**src/logic/cpu_settings.svh**
```systemverilog
`ifndef CPU_SETTINGS_SVH
`define CPU_SETTINGS_SVH

// Data and instruction word
`define WORD_W 16

// RAM address width, also the PC width
`define ADDR_W 8

// General registers R0 to R7
`define NUM_REGS 8

`endif

```
**src/logic/cpu_pkg.sv**
```systemverilog
`default_nettype none

package cpu_pkg;

    // Instruction bits [15:13]
    typedef enum logic [2:0] {
        op_move = 3'b110,
        op_alu  = 3'b101,
        op_ldr  = 3'b011,
        op_str  = 3'b100,
        op_halt = 3'b111
    } opcode_t;

    // Instruction bits [12:11]
    typedef enum logic [1:0] {
        alu_add = 2'b00, // also MOV register
        alu_cmp = 2'b01,
        alu_and = 2'b10, // also MOV immediate
        alu_mvn = 2'b11
    } alu_op_t;

    typedef enum logic [1:0] {
        sh_none = 2'b00,
        sh_lsl  = 2'b01,
        sh_lsr  = 2'b10,
        sh_asr  = 2'b11
    } shift_op_t;

    typedef enum logic [1:0] {sel_rn = 2'b00, sel_rd = 2'b01, sel_rm = 2'b10} reg_sel_t;

    typedef enum logic [1:0] {wb_c = 2'b00, wb_imm8 = 2'b01, wb_mdata = 2'b10, wb_pc = 2'b11} wb_sel_t;

    typedef enum logic [4:0] {
        s_rst, s_if1, s_if2, s_upc, s_decode,
        s_wr_imm, s_rd_a, s_rd_b, s_exec, s_pass, s_wb,
        s_mem_add, s_ld_addr, s_ld_wait, s_ld_wb, s_str_rd, s_str_wr,
        s_halt
    } state_t;

endpackage

`default_nettype wire

```
**src/logic/datapath_ctrl_if.sv**
```systemverilog
`default_nettype none

interface datapath_ctrl_if;
    import cpu_pkg::*;

    logic    w_en;
    wb_sel_t wb_sel;
    logic    en_a;
    logic    en_b;
    logic    en_c;
    logic    en_status;
    logic    sel_a; // A operand forced to zero
    logic    sel_b; // B operand taken from sximm5

    modport ctrl (
        output w_en, wb_sel,
        output en_a, en_b, en_c, en_status,
        output sel_a, sel_b
    );

    modport dp (
        input w_en, wb_sel,
        input en_a, en_b, en_c, en_status,
        input sel_a, sel_b
    );

endinterface

`default_nettype wire

```
**src/logic/controller.sv**
```systemverilog
`default_nettype none

module controller (
    input  logic               clk,
    input  logic               rst,
    input  cpu_pkg::opcode_t   opcode,
    input  cpu_pkg::alu_op_t   alu_op,
    output cpu_pkg::reg_sel_t  reg_sel,
    output logic               load_pc,
    output logic               clear_pc,
    output logic               load_ir,
    output logic               load_addr,
    output logic               sel_addr,
    output logic               ram_w_en,
    output logic               halted,
    datapath_ctrl_if.ctrl      ctrl
);
    import cpu_pkg::*;

    state_t state;
    state_t next_state;

    always_ff @(posedge clk) begin
        if (rst) state <= s_rst;
        else     state <= next_state;
    end

    always_comb begin
        next_state = state;
        case (state)
            s_rst:    next_state = s_if1;
            s_if1:    next_state = s_if2;
            s_if2:    next_state = s_upc;
            s_upc:    next_state = s_decode;
            s_decode: begin
                case (opcode)
                    op_move:        next_state = (alu_op == alu_and) ? s_wr_imm : s_rd_b;
                    op_alu:         next_state = (alu_op == alu_mvn) ? s_rd_b : s_rd_a;
                    op_ldr, op_str: next_state = s_rd_a;
                    op_halt:        next_state = s_halt;
                    default:        next_state = s_if1; // Unknown opcode runs as a no-op
                endcase
            end
            s_wr_imm:  next_state = s_if1;
            s_rd_a:    next_state = (opcode inside {op_ldr, op_str}) ? s_mem_add : s_rd_b;
            s_rd_b:    next_state = (opcode == op_move) ? s_pass : s_exec;
            s_exec:    next_state = (alu_op == alu_cmp) ? s_if1 : s_wb;
            s_pass:    next_state = (opcode == op_str) ? s_str_wr : s_wb;
            s_wb:      next_state = s_if1;
            s_mem_add: next_state = s_ld_addr;
            s_ld_addr: next_state = (opcode == op_ldr) ? s_ld_wait : s_str_rd;
            s_ld_wait: next_state = s_ld_wb;
            s_ld_wb:   next_state = s_if1;
            s_str_rd:  next_state = s_pass;
            s_str_wr:  next_state = s_if1;
            s_halt:    next_state = s_halt; // Left only through rst
            default:   next_state = s_rst;
        endcase
    end

    // Moore outputs
    always_comb begin
        reg_sel        = sel_rn;
        load_pc        = 1'b0;
        clear_pc       = 1'b0;
        load_ir        = 1'b0;
        load_addr      = 1'b0;
        sel_addr       = 1'b1; // PC on the bus unless a data access is in progress
        ram_w_en       = 1'b0;
        halted         = 1'b0;
        ctrl.w_en      = 1'b0;
        ctrl.wb_sel    = wb_c;
        ctrl.en_a      = 1'b0;
        ctrl.en_b      = 1'b0;
        ctrl.en_c      = 1'b0;
        ctrl.en_status = 1'b0;
        ctrl.sel_a     = 1'b0;
        ctrl.sel_b     = 1'b0;
        case (state)
            s_rst: begin
                load_pc  = 1'b1;
                clear_pc = 1'b1;
            end
            s_if2:     load_ir = 1'b1;
            s_upc:     load_pc = 1'b1;
            s_wr_imm: begin
                reg_sel     = sel_rn;
                ctrl.wb_sel = wb_imm8;
                ctrl.w_en   = 1'b1;
            end
            s_rd_a: begin
                reg_sel   = sel_rn;
                ctrl.en_a = 1'b1;
            end
            s_rd_b: begin
                reg_sel   = sel_rm;
                ctrl.en_b = 1'b1;
            end
            s_exec: begin
                ctrl.en_c      = 1'b1;
                ctrl.en_status = 1'b1;
            end
            s_pass: begin // C gets the shifted B
                ctrl.sel_a = 1'b1;
                ctrl.en_c  = 1'b1;
            end
            s_wb: begin
                reg_sel   = sel_rd;
                ctrl.w_en = 1'b1;
            end
            s_mem_add: begin
                ctrl.sel_b = 1'b1;
                ctrl.en_c  = 1'b1;
            end
            s_ld_addr: load_addr = 1'b1;
            s_ld_wait: sel_addr = 1'b0;
            s_ld_wb: begin
                sel_addr    = 1'b0;
                reg_sel     = sel_rd;
                ctrl.wb_sel = wb_mdata;
                ctrl.w_en   = 1'b1;
            end
            s_str_rd: begin
                reg_sel   = sel_rd;
                ctrl.en_b = 1'b1;
            end
            s_str_wr: begin
                sel_addr = 1'b0;
                ram_w_en = 1'b1;
            end
            s_halt:    halted = 1'b1;
            default: ;
        endcase
    end

endmodule

`default_nettype wire

```
**src/logic/cpu.sv**
```systemverilog
`default_nettype none

`include "cpu_settings.svh"

module cpu (
    input  logic               clk,
    input  logic               rst,
    input  logic [`ADDR_W-1:0] start_pc,
    input  logic [`WORD_W-1:0] ram_r_data,
    output logic [`WORD_W-1:0] out,
    output logic               ram_w_en,
    output logic [`ADDR_W-1:0] ram_addr,
    output logic [`WORD_W-1:0] ram_w_data,
    output logic               halted
);
    import cpu_pkg::*;

    localparam int RW = $clog2(`NUM_REGS);

    logic [`WORD_W-1:0] ir;
    logic [`ADDR_W-1:0] pc;
    logic [`ADDR_W-1:0] next_pc;
    logic [`ADDR_W-1:0] data_addr;
    opcode_t            opcode;
    alu_op_t            alu_op;
    shift_op_t          shift_op;
    reg_sel_t           reg_sel;
    logic [RW-1:0]      r_addr;
    logic [RW-1:0]      w_addr;
    logic [`WORD_W-1:0] sximm5;
    logic [`WORD_W-1:0] sximm8;
    logic               load_pc;
    logic               clear_pc;
    logic               load_ir;
    logic               load_addr;
    logic               sel_addr;

    datapath_ctrl_if dp_ctrl ();

    idecoder idecoder_inst (
        .ir(ir), .reg_sel(reg_sel), .opcode(opcode), .alu_op(alu_op), .shift_op(shift_op),
        .r_addr(r_addr), .w_addr(w_addr), .sximm5(sximm5), .sximm8(sximm8)
    );

    controller controller_inst (
        .clk(clk), .rst(rst), .opcode(opcode), .alu_op(alu_op), .reg_sel(reg_sel),
        .load_pc(load_pc), .clear_pc(clear_pc), .load_ir(load_ir), .load_addr(load_addr),
        .sel_addr(sel_addr), .ram_w_en(ram_w_en), .halted(halted), .ctrl(dp_ctrl.ctrl)
    );

    // Status flags stay internal until branches exist
    datapath datapath_inst (
        .clk(clk), .mdata(ram_r_data), .pc(pc), .r_addr(r_addr), .w_addr(w_addr),
        .alu_op(alu_op), .shift_op(shift_op), .sximm5(sximm5), .sximm8(sximm8),
        .dp(dp_ctrl.dp), .datapath_out(out),
        .status_n(), .status_v(), .status_z()
    );

    assign ram_w_data = out;
    assign next_pc    = clear_pc ? start_pc : pc + 1'b1; // Wraps within ADDR_W
    assign ram_addr   = sel_addr ? pc : data_addr;

    always_ff @(posedge clk) begin
        if (load_ir)   ir        <= ram_r_data;
        if (load_pc)   pc        <= next_pc;
        if (load_addr) data_addr <= out[`ADDR_W-1:0];
    end

endmodule

`default_nettype wire

```
**src/logic/datapath.sv**
```systemverilog
`default_nettype none

`include "cpu_settings.svh"

module datapath (
    input  logic                         clk,
    input  logic [`WORD_W-1:0]           mdata,
    input  logic [`ADDR_W-1:0]           pc,
    input  logic [$clog2(`NUM_REGS)-1:0] r_addr,
    input  logic [$clog2(`NUM_REGS)-1:0] w_addr,
    input  cpu_pkg::alu_op_t             alu_op,
    input  cpu_pkg::shift_op_t           shift_op,
    input  logic [`WORD_W-1:0]           sximm5,
    input  logic [`WORD_W-1:0]           sximm8,
    datapath_ctrl_if.dp                  dp,
    output logic [`WORD_W-1:0]           datapath_out,
    output logic                         status_n,
    output logic                         status_v,
    output logic                         status_z
);
    import cpu_pkg::*;

    localparam int MSB = `WORD_W - 1;

    logic [`WORD_W-1:0] regs [`NUM_REGS];
    logic [`WORD_W-1:0] w_data;
    logic [`WORD_W-1:0] r_data;
    logic [`WORD_W-1:0] a_reg;
    logic [`WORD_W-1:0] b_reg;
    logic [`WORD_W-1:0] c_reg;
    logic [`WORD_W-1:0] b_shift;
    logic [`WORD_W-1:0] ain;
    logic [`WORD_W-1:0] bin;
    logic [`WORD_W-1:0] alu_out;
    logic               alu_v;

    always_comb begin
        case (dp.wb_sel)
            wb_c:     w_data = c_reg;
            wb_imm8:  w_data = sximm8;
            wb_mdata: w_data = mdata;
            default:  w_data = {{(`WORD_W-`ADDR_W){1'b0}}, pc};
        endcase
    end

    always_ff @(posedge clk) begin
        if (dp.w_en) regs[w_addr] <= w_data;
    end

    assign r_data = regs[r_addr];

    always_comb begin
        case (shift_op)
            sh_lsl:  b_shift = {b_reg[MSB-1:0], 1'b0};
            sh_lsr:  b_shift = {1'b0, b_reg[MSB:1]};
            sh_asr:  b_shift = {b_reg[MSB], b_reg[MSB:1]};
            default: b_shift = b_reg;
        endcase
    end

    assign ain = dp.sel_a ? '0 : a_reg;
    assign bin = dp.sel_b ? sximm5 : b_shift;

    always_comb begin
        alu_v = 1'b0;
        case (alu_op)
            alu_add: begin
                alu_out = ain + bin;
                alu_v   = (ain[MSB] == bin[MSB]) && (alu_out[MSB] != ain[MSB]);
            end
            alu_cmp: begin
                alu_out = ain - bin;
                alu_v   = (ain[MSB] != bin[MSB]) && (alu_out[MSB] != ain[MSB]);
            end
            alu_and: alu_out = ain & bin;
            default: alu_out = ~bin;
        endcase
    end

    always_ff @(posedge clk) begin
        if (dp.en_a) a_reg <= r_data;
        if (dp.en_b) b_reg <= r_data;
        if (dp.en_c) c_reg <= alu_out;
        if (dp.en_status) begin
            status_n <= alu_out[MSB];
            status_v <= alu_v;
            status_z <= (alu_out == '0);
        end
    end

    assign datapath_out = c_reg;

endmodule

`default_nettype wire

```
**src/logic/idecoder.sv**
```systemverilog
`default_nettype none

`include "cpu_settings.svh"

module idecoder (
    input  logic [`WORD_W-1:0]           ir,
    input  cpu_pkg::reg_sel_t            reg_sel,
    output cpu_pkg::opcode_t             opcode,
    output cpu_pkg::alu_op_t             alu_op,
    output cpu_pkg::shift_op_t           shift_op,
    output logic [$clog2(`NUM_REGS)-1:0] r_addr,
    output logic [$clog2(`NUM_REGS)-1:0] w_addr,
    output logic [`WORD_W-1:0]           sximm5,
    output logic [`WORD_W-1:0]           sximm8
);
    import cpu_pkg::*;

    logic [2:0] rn;
    logic [2:0] rd;
    logic [2:0] rm;
    logic       is_mem;

    assign opcode = opcode_t'(ir[15:13]);
    assign rn     = ir[10:8];
    assign rd     = ir[7:5];
    assign rm     = ir[2:0];

    // Loads and stores reuse the shift field as offset bits, so the B path stays plain
    assign is_mem   = (opcode == op_ldr) || (opcode == op_str);
    assign alu_op   = is_mem ? alu_add : alu_op_t'(ir[12:11]);
    assign shift_op = is_mem ? sh_none : shift_op_t'(ir[4:3]);

    assign sximm5 = {{(`WORD_W-5){ir[4]}}, ir[4:0]};
    assign sximm8 = {{(`WORD_W-8){ir[7]}}, ir[7:0]};

    always_comb begin
        case (reg_sel)
            sel_rd:  r_addr = rd;
            sel_rm:  r_addr = rm;
            default: r_addr = rn;
        endcase
    end

    assign w_addr = r_addr; // Same field for read and write

endmodule

`default_nettype wire

```
**config.mk**
```make
export PLATFORM = sky130hd
export DESIGN_NAME = cpu
export DESIGN_NICKNAME = d
export VERILOG_FILES = /design/src/logic/cpu_pkg.sv /design/src/logic/datapath_ctrl_if.sv /design/src/logic/controller.sv /design/src/logic/cpu.sv /design/src/logic/datapath.sv /design/src/logic/idecoder.sv
export VERILOG_INCLUDE_DIRS = /design/src /design/src/logic
export SDC_FILE = /design/constraint.sdc
export NUM_CORES = 1
export LEC_CHECK = 0
export ABC_AREA = 1
export BUFFER_PORTS_ARGS = -buffer_cell sky130_fd_sc_hd__buf_2
export CAP_MARGIN = 20
export CELL_PAD_IN_SITES_DETAIL_PLACEMENT = 0
export CELL_PAD_IN_SITES_GLOBAL_PLACEMENT = 1
export CORE_AREA = 2 2 166 168
export DETAILED_ROUTE_END_ITERATION = 6
export DIE_AREA = 0 0 168 170
export PLACE_DENSITY_LB_ADDON = 0.12
export SLEW_MARGIN = 40
export SYNTH_ARGS = -nofsm -noshare
export SYNTH_HDL_FRONTEND = slang
export SYNTH_HIERARCHICAL = 1
export SYNTH_SLANG_ARGS = --single-unit
```
**constraint.sdc**
```tcl
create_clock -name clk -period 4.1 [get_ports clk]
set_input_delay 0.41 -clock clk [delete_from_list [all_inputs] [get_ports clk]]
set_output_delay 0.41 -clock clk [all_outputs]
set_load 0.01 [all_outputs]
```
==> results.sh <==
export IMPL_drt_iter0_drc=815
export IMPL_worst_slew_pin_slew_ns=0.8360
export IMPL_synthesis_nets=1481
export IMPL_slew_viol_final=0
export IMPL_hold_viol_final=0
export IMPL_cellLeakagePower_nw=5.704
export IMPL_vias_per_cell=5.181
export IMPL_grt_overflow=0
export IMPL_hp_class="in -> reg"
export IMPL_largest_register="datapath_inst/regs"
export IMPL_grt_pass1_wl_mm=50.60
export IMPL_dieArea_sq_um=28560
export IMPL_critPathSlowestCell="edfxtp_1"
export IMPL_cts_buffers=25
export IMPL_insertion_delay_ns=0.54
export IMPL_powerDensity_nw_per_um2=550.1
export IMPL_grt_antenna_before_repair=0
export IMPL_cts_sinks=213
export IMPL_globalplace_congestion=0.8946
export IMPL_num_antenna_cells=0
export IMPL_ios=68
export IMPL_cp_depth=19
export IMPL_cts_tree="yes"
export IMPL_fin_nets=1512
export IMPL_drtAntennaViolNets=0
export IMPL_wl_per_cell_um=18.18
export IMPL_criticalPathCategory="reg -> reg"
export IMPL_rsz0062_at_grt="no"
export IMPL_crit_path_max_fanout=13
export IMPL_syn_inst=1418
export IMPL_crit_top_cell="nand2_1"
export IMPL_p_int_mw=4.682
export IMPL_crit_required_ns=4.38
export IMPL_largest_register_ffs=128
export IMPL_cpLargestDelayFamily="simple AND/OR/NAND/NOR gates"
export IMPL_arrival_ns=3.97
export IMPL_p_seq_frac=0.368
export IMPL_tns_ns=0
export IMPL_die_y_um=170
export IMPL_yosysWarnings=6
export IMPL_power_switching_mw=2.727
export IMPL_root_buffer="clkbuf_16"
export IMPL_vias=9372
export IMPL_area_growth_pct=10.19
export IMPL_finalSetupViolCount=0
export IMPL_worst_setup_path_end_kind="register"
export IMPL_peakVddDrop_mv=0.3477
export IMPL_hpwl_mm=24.41
export IMPL_core_area_sq_um=26650
export IMPL_syn_cell_area_sq_um=12220
export IMPL_drive_above_1_share=0.1403
export IMPL_finalClockSkew_ns=0.008598
export IMPL_ff2ff_path_depth=19
export IMPL_period_needed_ns=3.689
export IMPL_swShare=0.3680
export IMPL_timing_final_crit_share=0.8997
export IMPL_cp_start_kind="register"
export IMPL_cpPeakStageDelay_ns=0.50
export IMPL_whs_path_depth=1
export IMPL_maxCapViolCount=0
export IMPL_relSlewSlack=0.4406
export IMPL_h_tree_depth=1
export IMPL_path_cells="nor2_1 -> nand2_1 -> nand2_2 -> nor2_2 -> inv_2 -> nand2_2 -> o221ai_2 -> and2_4 -> inv_2 -> ha_1 -> inv_1 -> nand2_1 -> nand2_1 -> a21oi_1 -> o21ai_0 -> a21oi_1 -> nand3_1 -> nand3_1 -> nand4_1"
export IMPL_track_usage=0.2303
export IMPL_start_util=0.4586
export IMPL_pwr_share_clk=0.292
export IMPL_rows=60
export IMPL_grt_max_degree=65
export IMPL_drtPass1Iterations=5
export IMPL_max_freq_mhz=271.1
export IMPL_worst_path_buf_inv=3
export IMPL_status="finished clean"
export IMPL_grt_pass1_vias=8867
export IMPL_hold_buffers=0
export IMPL_cts_resized=0
export IMPL_clkTransAtPathRegs_ns=0.06
export IMPL_wl_mm=32.88
export IMPL_dieWidth_um=168
export IMPL_postSynthAreaPerCell_sq_um=8.620
export IMPL_port_buffers=67
export IMPL_clk_path_buf_depth=3
export IMPL_fin_hold_ws_ns=0.06250
export IMPL_post_cts_buffers=0
export IMPL_power_frac_comb=0.340
export IMPL_detail_route_drc_violations=0
## layer usage
layer  routed length [um]  vias to the layer above  GRT usage
met5                    0                        -          0
met4                  821                        0    0.06125
met3                 1532                       61    0.02558
met2                15210                      205     0.3805
met1                15320                     4389     0.3245
li1                     -                     4717          -
## layout make-up
cell class,instances,area (sq um)
sequential,213,6346
multi-input combinational,936,4621
tap,341,426.7
timing repair buffer,104,638.1
fill,2583,13180
clock buffer,29,640.6
inverter,169,635.6
clock inverter,17,160.2
## worst register-to-register path, stage by stage (launching register included)
cell and delay (ns):
edfxtp_1 0.50, nor2_1 0.14, nand2_1 0.07, nand2_2 0.10, nor2_2 0.09, inv_2 0.19, nand2_2 0.23, o221ai_2 0.19
and2_4 0.17, inv_2 0.04, ha_1 0.44, inv_1 0.21, nand2_1 0.10, nand2_1 0.09, a21oi_1 0.24, o21ai_0 0.14
a21oi_1 0.22, nand3_1 0.10, nand3_1 0.10, nand4_1 0.07
## layout by cell type, fill, tap and decap left out, types with 3 or more instances in the layout
master	count
a21oi_1	32
a21oi_2	7
a31oi_1	18
and2_4	4
buf_2	67
buf_4	35
clkbuf_1	4
clkbuf_16	25
clkinv_1	6
clkinv_2	6
clkinvlp_4	3
dfxtp_1	5
edfxtp_1	208
ha_1	35
inv_1	153
inv_2	13
mux2_2	3
nand2_1	334
nand2_2	11
nand3_1	107
nand3b_1	3
nand4_1	18
nor2_1	211
nor2_2	9
nor3_1	5
o211ai_1	5
o211ai_2	3
o21ai_0	80
o21ai_1	3
o21bai_1	3
o221ai_1	4
o22ai_1	18
## per-stage QoR
stage               worst slack [ns]  cell area [sq um]  cells    util  power (mW)
global route                 0.08327              13470   1809  0.5054       7.866
floorplan                      1.067              12220   1418       -       4.644
detailed placement            0.2756              12660   1763  0.4752       5.283
CTS                           0.2610              13470   1809  0.5053       7.455
finish                        0.4112              13470   1809  0.5054       7.408
global placement              0.2925              12660   1763  0.4751       5.287
## worst paths after layout
kind / start / slack (ns) / to
max: ir[14] / 0.41 / datapath_inst/datapath_out[15]
min: ram_r_data[0] / 0.06 / ir[0]
max reg2reg: ir[14] / 0.41 / datapath_inst/datapath_out[15]
min reg2reg: datapath_inst/datapath_out[2] / 0.58 / data_addr[2]
## power groups by stage
stage	registers [mW]	clock network, mW	logic [mW]
2_1_floorplan	2.73	0	1.91
3_3_place_gp	2.77	0	2.52
3_5_place_dp	2.77	0	2.51
4_1_cts	2.73	2.21	2.52
5_1_grt	2.74	2.28	2.84
6_report	2.73	2.16	2.52
(Power assumes the default switching activity.)
